## config.mk

```make
export PLATFORM = sky130hd
export DESIGN_NAME = lwe_core
export DESIGN_NICKNAME = d
export VERILOG_FILES = /design/src/verilog/lwe_pkg.sv /design/src/verilog/coef_port_if.sv /design/src/verilog/coef_mem.sv /design/src/verilog/apb_regs.sv /design/src/verilog/index_counter.sv /design/src/verilog/enc_sequencer.sv /design/src/verilog/mac_unit.sv /design/src/verilog/lwe_core.sv
export SDC_FILE = /design/constraint.sdc
export NUM_CORES = 2
export LEC_CHECK = 0
export ABC_AREA = 1
export BUFFER_PORTS_ARGS = -buffer_cell sky130_fd_sc_hd__buf_2
export CORE_AREA = 3 3 350 352
export CTS_CLUSTER_DIAMETER = 200
export DETAILED_ROUTE_END_ITERATION = 7
export DIE_AREA = 0 0 353 355
export MAX_ROUTING_LAYER = met4
export PLACE_DENSITY_LB_ADDON = 0.25
export SLEW_MARGIN = 30
export SYNTH_ARGS = -nofsm -noshare
export SYNTH_HDL_FRONTEND = slang
export SYNTH_SLANG_ARGS = --single-unit
```

## constraint.sdc

```tcl
create_clock -name clk_100mhz -period 6.2 [get_ports clk_100mhz]
set_clock_uncertainty 0.2 [all_clocks]
set_input_delay 0.93 -clock clk_100mhz [delete_from_list [all_inputs] [get_ports clk_100mhz]]
set_output_delay 0.93 -clock clk_100mhz [all_outputs]
set_load 0.01 [all_outputs]
```

## src/verilog/lwe_pkg.sv

```systemverilog
package lwe_pkg;

   // lwe dimensions
   localparam int n_dim    = 8;                 // vector length
   localparam int coef_w   = 16;                // coefficient width, wraps mod 2^16
   localparam int a_depth  = n_dim * n_dim;     // entries in matrix a
   localparam int a_addr_w = $clog2(a_depth);
   localparam int v_addr_w = $clog2(n_dim);

   // apb bus widths
   localparam int apb_addr_w = 12;
   localparam int apb_data_w = 32;

   // byte address map
   // each memory region is aligned to its own size,
   // so the word index is just a slice of paddr
   localparam logic [apb_addr_w-1:0] addr_ctrl   = 12'h000;
   localparam logic [apb_addr_w-1:0] addr_status = 12'h004;
   localparam logic [apb_addr_w-1:0] addr_a_base = 12'h100;  // 64 words
   localparam logic [apb_addr_w-1:0] addr_s_base = 12'h200;  // 8 words
   localparam logic [apb_addr_w-1:0] addr_e_base = 12'h240;  // 8 words
   localparam logic [apb_addr_w-1:0] addr_b_base = 12'h280;  // 8 words, read only

   // status register bits
   localparam int stat_busy = 0;
   localparam int stat_done = 1;

   // values the host writes to the control register
   typedef enum logic [1:0] {
      cmd_start = 2'd1,
      cmd_clear = 2'd2
   } cmd_t;

   // job states
   typedef enum logic [1:0] {
      st_idle,
      st_run,    // counter issuing reads
      st_drain,  // pipeline still finishing rows
      st_done
   } seq_state_t;

endpackage

```

## src/verilog/coef_port_if.sv

```systemverilog
`timescale 1ns/100ps

// one port of a coefficient ram
interface coef_port_if import lwe_pkg::*; #(
   parameter int addr_w = a_addr_w
) ();

   logic [addr_w-1:0] addr;
   logic [coef_w-1:0] wdata;
   logic              we;
   logic [coef_w-1:0] rdata;  // valid one cycle after addr

   // side that issues addresses and writes
   modport host (
      output addr,
      output wdata,
      output we,
      input  rdata
   );

   // the ram itself
   modport mem (
      input  addr,
      input  wdata,
      input  we,
      output rdata
   );

endinterface

```

## src/verilog/coef_mem.sv

```systemverilog
`timescale 1ns/100ps

module coef_mem import lwe_pkg::*; #(
   parameter int depth  = a_depth,
   parameter int addr_w = a_addr_w
) (
   input  logic     clk_100mhz,
   coef_port_if.mem port_a,
   coef_port_if.mem port_b
);

   logic [coef_w-1:0] ram [depth];
   logic [addr_w-1:0] addr_a;
   logic [addr_w-1:0] addr_b;

   assign addr_a = port_a.addr;
   assign addr_b = port_b.addr;

   // both ports read first, registered output
   always_ff @(posedge clk_100mhz) begin
      if (port_a.we) begin
         ram[addr_a] <= port_a.wdata;
      end
      if (port_b.we) begin
         ram[addr_b] <= port_b.wdata;
      end
      port_a.rdata <= ram[addr_a];  // old data on a same-cycle write
      port_b.rdata <= ram[addr_b];
   end

endmodule

```

## src/verilog/apb_regs.sv

```systemverilog
`timescale 1ns/100ps

module apb_regs import lwe_pkg::*; (
   input  logic                  clk_100mhz,
   input  logic                  sys_rst,
   input  logic                  psel,
   input  logic                  penable,
   input  logic                  pwrite,
   input  logic [apb_addr_w-1:0] paddr,
   input  logic [apb_data_w-1:0] pwdata,
   output logic [apb_data_w-1:0] prdata,
   output logic                  pready,
   output logic                  pslverr,
   coef_port_if.host             a_host,
   coef_port_if.host             s_host,
   coef_port_if.host             e_host,
   coef_port_if.host             b_host,
   input  logic                  busy,
   input  logic                  done,
   output logic                  start_cmd,
   output logic                  clear_cmd
);

   logic acc_first;  // first access cycle, where the transfer takes effect
   logic hit_a, hit_s, hit_e, hit_b;
   logic hit_ctrl, hit_stat;
   logic mapped;
   logic is_start, is_clear;
   logic err;
   logic wr_ok;

   function automatic logic in_region(input logic [apb_addr_w-1:0] addr,
                                      input logic [apb_addr_w-1:0] base,
                                      input int                    words);
      return (addr >= base) && (addr < base + apb_addr_w'(words * 4));
   endfunction

   // address decode
   assign hit_a    = in_region(paddr, addr_a_base, a_depth);
   assign hit_s    = in_region(paddr, addr_s_base, n_dim);
   assign hit_e    = in_region(paddr, addr_e_base, n_dim);
   assign hit_b    = in_region(paddr, addr_b_base, n_dim);
   assign hit_ctrl = (paddr == addr_ctrl);
   assign hit_stat = (paddr == addr_status);
   assign mapped   = hit_a | hit_s | hit_e | hit_b | hit_ctrl | hit_stat;

   // whole word must match a command
   assign is_start = (pwdata == apb_data_w'(cmd_start));
   assign is_clear = (pwdata == apb_data_w'(cmd_clear));

   // one-bit phase counter: access cycle 1 waits, cycle 2 completes
   assign acc_first = psel & penable & ~pready;

   always_ff @(posedge clk_100mhz) begin
      if (sys_rst) begin
         pready  <= 1'b0;
         pslverr <= 1'b0;
      end else begin
         pready  <= acc_first;
         pslverr <= acc_first & err;  // held for the pready cycle only
      end
   end

   // error cases, a faulted transfer changes nothing
   always_comb begin
      err = 1'b0;
      if (!mapped) begin
         err = 1'b1;
      end else if (pwrite) begin
         if (hit_b || hit_stat) begin
            err = 1'b1;  // read-only locations
         end else if ((hit_a || hit_s || hit_e) && busy) begin
            err = 1'b1;  // engine owns the operands
         end else if (hit_ctrl && !(is_clear || (is_start && !busy))) begin
            err = 1'b1;  // bad command or restart while busy
         end
      end
   end

   assign wr_ok = acc_first & pwrite & ~err;

   // host ports, reads run every cycle off paddr
   assign a_host.addr  = paddr[a_addr_w+1:2];
   assign a_host.wdata = pwdata[coef_w-1:0];  // upper bits dropped
   assign a_host.we    = wr_ok & hit_a;
   assign s_host.addr  = paddr[v_addr_w+1:2];
   assign s_host.wdata = pwdata[coef_w-1:0];
   assign s_host.we    = wr_ok & hit_s;
   assign e_host.addr  = paddr[v_addr_w+1:2];
   assign e_host.wdata = pwdata[coef_w-1:0];
   assign e_host.we    = wr_ok & hit_e;
   assign b_host.addr  = paddr[v_addr_w+1:2];
   assign b_host.wdata = '0;    // results port, never written by host
   assign b_host.we    = 1'b0;

   // command pulses to the sequencer
   assign start_cmd = wr_ok & hit_ctrl & is_start;
   assign clear_cmd = wr_ok & hit_ctrl & is_clear;

   // read data, ram output settled by the second access cycle
   always_comb begin
      prdata = '0;
      if (pready && !pwrite) begin
         if (hit_a) begin
            prdata = apb_data_w'(a_host.rdata);
         end else if (hit_s) begin
            prdata = apb_data_w'(s_host.rdata);
         end else if (hit_e) begin
            prdata = apb_data_w'(e_host.rdata);
         end else if (hit_b) begin
            prdata = apb_data_w'(b_host.rdata);
         end else if (hit_stat) begin
            prdata[stat_busy] = busy;
            prdata[stat_done] = done;
         end
         // ctrl reads back as zero
      end
   end

endmodule

```

## src/verilog/index_counter.sv

```systemverilog
`timescale 1ns/100ps

module index_counter import lwe_pkg::*; (
   input  logic      clk_100mhz,
   input  logic      sys_rst,
   input  logic      run_start,
   coef_port_if.host a_eng,
   coef_port_if.host s_eng,
   coef_port_if.host e_eng,
   output logic      issue_valid,
   output logic      row_last,
   output logic      job_last
);

   localparam logic [v_addr_w-1:0] last_idx = v_addr_w'(n_dim - 1);

   logic                running;
   logic [v_addr_w-1:0] row;
   logic [v_addr_w-1:0] col;

   // one step per cycle, 64 steps per job
   always_ff @(posedge clk_100mhz) begin
      if (sys_rst) begin
         running <= 1'b0;
         row     <= '0;
         col     <= '0;
      end else if (run_start) begin
         running <= 1'b1;
         row     <= '0;
         col     <= '0;
      end else if (running) begin
         if (col == last_idx) begin
            col <= '0;
            if (row == last_idx) begin
               row     <= '0;
               running <= 1'b0;  // wrapped after step 63
            end else begin
               row <= row + 1'b1;
            end
         end else begin
            col <= col + 1'b1;
         end
      end
   end

   assign issue_valid = running;
   assign row_last    = running & (col == last_idx);
   assign job_last    = row_last & (row == last_idx);

   // a[row][col] at row*n + col
   assign a_eng.addr  = a_addr_w'(row) * a_addr_w'(n_dim) + a_addr_w'(col);
   assign s_eng.addr  = col;
   assign e_eng.addr  = row;  // mac samples it on the row's last step

   // engine side only reads
   assign a_eng.wdata = '0;
   assign a_eng.we    = 1'b0;
   assign s_eng.wdata = '0;
   assign s_eng.we    = 1'b0;
   assign e_eng.wdata = '0;
   assign e_eng.we    = 1'b0;

endmodule

```

## src/verilog/enc_sequencer.sv

```systemverilog
`timescale 1ns/100ps

module enc_sequencer import lwe_pkg::*; (
   input  logic clk_100mhz,
   input  logic sys_rst,
   input  logic start_cmd,
   input  logic clear_cmd,
   input  logic job_last,
   input  logic final_wr,
   output logic run_start,
   output logic busy,
   output logic done
);

   seq_state_t state;
   seq_state_t state_nxt;

   always_comb begin
      state_nxt = state;
      case (state)
         st_idle: begin
            if (start_cmd) state_nxt = st_run;
         end
         st_run: begin
            if (job_last) state_nxt = st_drain;  // last step issued
         end
         st_drain: begin
            if (final_wr) state_nxt = st_done;   // b[n-1] written
         end
         st_done: begin
            if (start_cmd) begin
               state_nxt = st_run;
            end else if (clear_cmd) begin
               state_nxt = st_idle;
            end
         end
         default: state_nxt = st_idle;
      endcase
   end

   always_ff @(posedge clk_100mhz) begin
      if (sys_rst) begin
         state     <= st_idle;
         run_start <= 1'b0;
      end else begin
         state     <= state_nxt;
         run_start <= start_cmd;  // lines up with busy rising
      end
   end

   // status straight from state
   assign busy = (state == st_run) || (state == st_drain);
   assign done = (state == st_done);

endmodule

```

## src/verilog/mac_unit.sv

```systemverilog
`timescale 1ns/100ps

module mac_unit import lwe_pkg::*; (
   input  logic      clk_100mhz,
   input  logic      sys_rst,
   input  logic      issue_valid,
   input  logic      row_last,
   input  logic      job_last,
   coef_port_if.host a_rd,
   coef_port_if.host s_rd,
   coef_port_if.host e_rd,
   coef_port_if.host b_eng,
   output logic      final_wr
);

   logic                v1, v2;       // step valid, ram out / product stage
   logic                rl1, rl2, rl3;
   logic                jl1, jl2, jl3;
   logic                acc_new;      // next product opens a row
   logic [v_addr_w-1:0] out_row;      // row being written to b
   logic [coef_w-1:0]   prod_q;
   logic [coef_w-1:0]   acc_q;
   logic [coef_w-1:0]   e_q;

   // marks follow the data through the pipe
   always_ff @(posedge clk_100mhz) begin
      if (sys_rst) begin
         v1      <= 1'b0;
         v2      <= 1'b0;
         rl1     <= 1'b0;
         rl2     <= 1'b0;
         rl3     <= 1'b0;
         jl1     <= 1'b0;
         jl2     <= 1'b0;
         jl3     <= 1'b0;
         acc_new <= 1'b1;
         out_row <= '0;
      end else begin
         v1  <= issue_valid;
         rl1 <= row_last;
         jl1 <= job_last;
         v2  <= v1;
         rl2 <= rl1;
         jl2 <= jl1;
         rl3 <= rl2;
         jl3 <= jl2;
         if (v2) acc_new <= rl2;
         if (rl3) begin
            out_row <= (out_row == v_addr_w'(n_dim - 1)) ? '0 : out_row + 1'b1;
         end
      end
   end

   // datapath, all sums wrap at coef_w
   always_ff @(posedge clk_100mhz) begin
      prod_q <= a_rd.rdata * s_rd.rdata;     // low 16 bits kept
      if (rl1) e_q <= e_rd.rdata;            // e[row] read on last column
      if (v2) acc_q <= (acc_new ? '0 : acc_q) + prod_q;
   end

   // row write, overlaps next row's first products
   assign b_eng.addr  = out_row;
   assign b_eng.wdata = acc_q + e_q;
   assign b_eng.we    = rl3;
   assign final_wr    = jl3;  // row n-1 going into b

endmodule

```

## src/verilog/lwe_core.sv

```systemverilog
`timescale 1ns/100ps

module lwe_core import lwe_pkg::*; (
   input  logic                  clk_100mhz,
   input  logic                  sys_rst,
   input  logic                  psel,
   input  logic                  penable,
   input  logic                  pwrite,
   input  logic [apb_addr_w-1:0] paddr,
   input  logic [apb_data_w-1:0] pwdata,
   output logic [apb_data_w-1:0] prdata,
   output logic                  pready,
   output logic                  pslverr
);

   logic start_cmd, clear_cmd;
   logic run_start;
   logic busy, done;
   logic issue_valid, row_last, job_last;
   logic final_wr;

   // port a host side, port b engine side
   coef_port_if #(.addr_w(a_addr_w)) a_pa ();
   coef_port_if #(.addr_w(a_addr_w)) a_pb ();
   coef_port_if #(.addr_w(v_addr_w)) s_pa ();
   coef_port_if #(.addr_w(v_addr_w)) s_pb ();
   coef_port_if #(.addr_w(v_addr_w)) e_pa ();
   coef_port_if #(.addr_w(v_addr_w)) e_pb ();
   coef_port_if #(.addr_w(v_addr_w)) b_pa ();
   coef_port_if #(.addr_w(v_addr_w)) b_pb ();

   coef_mem #(.depth(a_depth), .addr_w(a_addr_w)) a_mem (
      .clk_100mhz (clk_100mhz),
      .port_a     (a_pa.mem),
      .port_b     (a_pb.mem)
   );

   coef_mem #(.depth(n_dim), .addr_w(v_addr_w)) s_mem (
      .clk_100mhz (clk_100mhz),
      .port_a     (s_pa.mem),
      .port_b     (s_pb.mem)
   );

   coef_mem #(.depth(n_dim), .addr_w(v_addr_w)) e_mem (
      .clk_100mhz (clk_100mhz),
      .port_a     (e_pa.mem),
      .port_b     (e_pb.mem)
   );

   coef_mem #(.depth(n_dim), .addr_w(v_addr_w)) b_mem (
      .clk_100mhz (clk_100mhz),
      .port_a     (b_pa.mem),  // host reads results
      .port_b     (b_pb.mem)   // mac writes results
   );

   apb_regs apb_regs_inst (
      .clk_100mhz (clk_100mhz),
      .sys_rst    (sys_rst),
      .psel       (psel),
      .penable    (penable),
      .pwrite     (pwrite),
      .paddr      (paddr),
      .pwdata     (pwdata),
      .prdata     (prdata),
      .pready     (pready),
      .pslverr    (pslverr),
      .a_host     (a_pa.host),
      .s_host     (s_pa.host),
      .e_host     (e_pa.host),
      .b_host     (b_pa.host),
      .busy       (busy),
      .done       (done),
      .start_cmd  (start_cmd),
      .clear_cmd  (clear_cmd)
   );

   enc_sequencer enc_sequencer_inst (
      .clk_100mhz (clk_100mhz),
      .sys_rst    (sys_rst),
      .start_cmd  (start_cmd),
      .clear_cmd  (clear_cmd),
      .job_last   (job_last),
      .final_wr   (final_wr),
      .run_start  (run_start),
      .busy       (busy),
      .done       (done)
   );

   // counter drives the engine addresses, mac takes the read data
   index_counter index_counter_inst (
      .clk_100mhz  (clk_100mhz),
      .sys_rst     (sys_rst),
      .run_start   (run_start),
      .a_eng       (a_pb.host),
      .s_eng       (s_pb.host),
      .e_eng       (e_pb.host),
      .issue_valid (issue_valid),
      .row_last    (row_last),
      .job_last    (job_last)
   );

   mac_unit mac_unit_inst (
      .clk_100mhz  (clk_100mhz),
      .sys_rst     (sys_rst),
      .issue_valid (issue_valid),
      .row_last    (row_last),
      .job_last    (job_last),
      .a_rd        (a_pb.host),
      .s_rd        (s_pb.host),
      .e_rd        (e_pb.host),
      .b_eng       (b_pb.host),
      .final_wr    (final_wr)
   );

endmodule

```

==> impl_metrics.ini <==
[status]
status = complete, but fails checks
violations = design-rule violations

[logic_synthesis]
synth_top_area_frac = 0.567
seq_area_frac_synth = 0.606
netlist_area_um2 = 76300
synthArstFlopShare = 0
netlist-cell-type-count = 57
yosysTopAreaCell = edfxtp_1
syn_inst = 7317
netlist_top_cells_count = 1440 x edfxtp_1, 1146 x o21ai_0, 1117 x nor2_1
synthFlopType = edfxtp_1
synth_area_leaders = edfxtp_1 57%, o21ai_0 7.5%, nor2_1 5.5%
synth_seq_cells = 1592
synth.avg_cell_area_um2 = 10.4
synth_edf_count = 1440
yosysMostFrequentCell = edfxtp_1
ys_warn_count = 0

[sta]
max_slew_margin = 0.276
hold_viol_final = 0
setup_tns_ps = 0
period_needed_ps = 5620
finalMaxSlewViolations = 0
tightest_slew_ps = 1090
fin_crit_sh = 0.906
rsz0062_at_grt = false
max_freq_ghz = 0.178
setup_viol = 0
hold_ws_ps = 200

[routing]
post_drt_via_cell_ratio = 7.02
drt_first_pass_iters = 8
routed_wl_um = 261000
post_drt_wl_per_cell_um = 29.1
vias = 63100
ant_nets = 0
drc_errors = 30
first_iter_violations = 11800

[floorplanning]
fp.dieArea_um2 = 125000
rows = 127
initial_core_util = 0.638
pin_count = 83
core-area_um2 = 120000
fp.dieH_um = 355
die_w_um = 353

[critical_path]
path_buf_inv = 6
critPathTopFamily = adder cells
crit_type = register to register
cp.required_ps = 6720
rrSetupSlack_ps = 580
critPathMostFrequentCell = fa_1
endpoint_kind = register
max_stage_delay_ps = 540
cpMaxStageDelayCell = fa_1
cp_cell_sequence = buf_4 -> nand2_1 -> inv_1 -> fa_1 -> inv_1 -> fa_1 -> inv_1 -> fa_1 -> fa_1 -> inv_1 -> fa_1 -> fa_1 -> xnor2_1 -> xor2_1 -> xor2_1 -> inv_1 -> xor2_1 -> xor2_1 -> xor2_1 -> nand2_1 -> nand2_1
cp_max_fo = 8
cp-start-kind = register
cp.arrival_ps = 6140

[power]
comb_power_share = 0.051
p_per_area_nw_per_um2 = 269
ir_drop_v = 0.000295
p_leak_uw = 0.0300
internal_power_uw = 17400
seq_power_share = 0.521
switching_share = 0.229
p_clk_frac = 0.428
power.switching_uw = 5170

[finish]
n_fill_cell = 8285
drive_gt1_frac = 0.0832
fin_nets = 7450
fin_area_um2 = 83800
area_growth_pct = 9.80

[min_path]
hold_class = register to register

[place]
placed_cell_area_um2 = 78400
hpwl_um = 153000
io_buffers = 66
gp_congestion = 0.966

[clock_network]
cts_buffer_depth = 3
cts_tree = done
htreeDepth = 4
cts_root_buf = clkbuf_16
clock_sinks = 1592
clk_pin_slew_worst_paths_ps = 70
ctsHoldBuffers = 0
cts_inserted_buffers = 162
cts_setup_buffers = 0
clk_latency_ps = 810
cts_resized = 0

[grt]
grt_pass1_wl_um = 382000
grt_max_degree = 169
grt_usage = 0.422
first_global_vias = 59900
antenna_found_initial = 20
overflow = 0

[run]
maxCapViolCount = 0
-- power by group through the flow --
| stage | logic (uW) | registers, uW | clock network [uW] |
|---|---|---|---|
| 4_1_cts | 1060 | 11800 | 9600 |
| 2_1_floorplan | 523 | 12000 | 0 |
| 3_5_place_dp | 1050 | 12000 | 0 |
| 3_3_place_gp | 1030 | 12000 | 0 |
| 6_report | 1140 | 11800 | 9640 |
| 5_1_grt | 1160 | 11700 | 10100 |
-- worst paths after layout --
path,cells after the start,end,from
min,0,mac_unit_inst.e_q[15],e_mem.port_b.rdata[15]
min reg2reg,0,mac_unit_inst.e_q[15],e_mem.port_b.rdata[15]
max reg2reg,21,mac_unit_inst.prod_q[15],s_mem.port_b.rdata[1]
max,21,mac_unit_inst.prod_q[15],s_mem.port_b.rdata[1]
-- cell families after synthesis --
| family | after synthesis | share of synthesized area |
|---|---|---|
| AO/OA/AOI/OAI | 2372 | 0.189 |
| XOR/XNOR | 67 | 0.00769 |
| flip-flops | 1592 | 0.606 |
| AND/OR/NAND/NOR | 1986 | 0.103 |
| buffers and inverters | 1128 | 0.0581 |
| other | 1 | 0.0000491 |
| adder cells (fa/ha/maj) | 171 | 0.0361 |
-- state kept, by name (all words and copies together), names as in the netlist, 2 cells and up --
| name | count |
|---|---|
| a_mem.port_a.rdata | 16 |
| a_mem.port_b.rdata | 16 |
| a_mem.ram | 1024 |
| b_mem.port_a.rdata | 16 |
| b_mem.ram | 128 |
| e_mem.port_a.rdata | 16 |
| e_mem.port_b.rdata | 16 |
| e_mem.ram | 128 |
| enc_sequencer_inst.state | 2 |
| index_counter_inst.e_eng.addr | 3 |
| index_counter_inst.s_eng.addr | 3 |
| mac_unit_inst.acc_q | 16 |
| mac_unit_inst.b_eng.addr | 3 |
| mac_unit_inst.e_q | 16 |
| mac_unit_inst.prod_q | 16 |
| s_mem.port_a.rdata | 16 |
| s_mem.port_b.rdata | 16 |
| s_mem.ram | 128 |
-- placed cells by master, fill, tap and decap left out, types with 10 or more instances in the layout --
master,instances
edfxtp_1,1440
o21ai_0,1146
nor2_1,1092
nand2_1,703
inv_1,554
a21oi_1,336
a221oi_1,233
buf_4,211
clkbuf_16,165
dfxtp_1,147
o211ai_1,144
o22ai_1,140
o221ai_1,115
nand3_1,102
ha_1,89
fa_1,82
buf_2,63
a22oi_1,58
o2111ai_1,46
a31oi_1,44
a211oi_1,42
xor2_1,41
clkbuf_1,36
clkinv_1,31
clkinv_2,31
xnor2_1,26
nor2_2,24
buf_12,18
conb_1,16
diode_2,14
nand2_4,13
clkbuf_8,13
nor3_1,12
or2_2,11
o31ai_1,10
-- through the flow --
stage               power [uW]  worst slack, ps  utilization  cells
floorplan                12500              994            -   7332
CTS                      22400              604        0.699   8973
global placement         13000              647        0.656   8673
finish                   22500              581        0.700   8992
detailed placement       13000              641        0.656   8673
global route             23000              278        0.700   8992
-- metal layers --
layer | GRT usage | up-vias | share of wire
li1 | - | 26300 | -
met1 | 0.535 | 29600 | 0.33
met2 | 0.592 | 5907 | 0.42
met3 | 0.126 | 1341 | 0.17
met4 | 0.275 | 0 | 0.079
met5 | - | - | 0
-- area by class of cell --
class	count	area (um^2)	area share
Tap cell	1612	2020	0.0241
Clock buffer	213	4430	0.0528
Multi-Input combinational cell	4612	25800	0.308
Antenna cell	14	35.0	0.000418
Inverter	567	2180	0.0260
Sequential cell	1592	46300	0.552
Clock inverter	87	772	0.00921
Timing Repair Buffer	295	2300	0.0274
No activity file was read; power rests on OpenSTA's default activity.
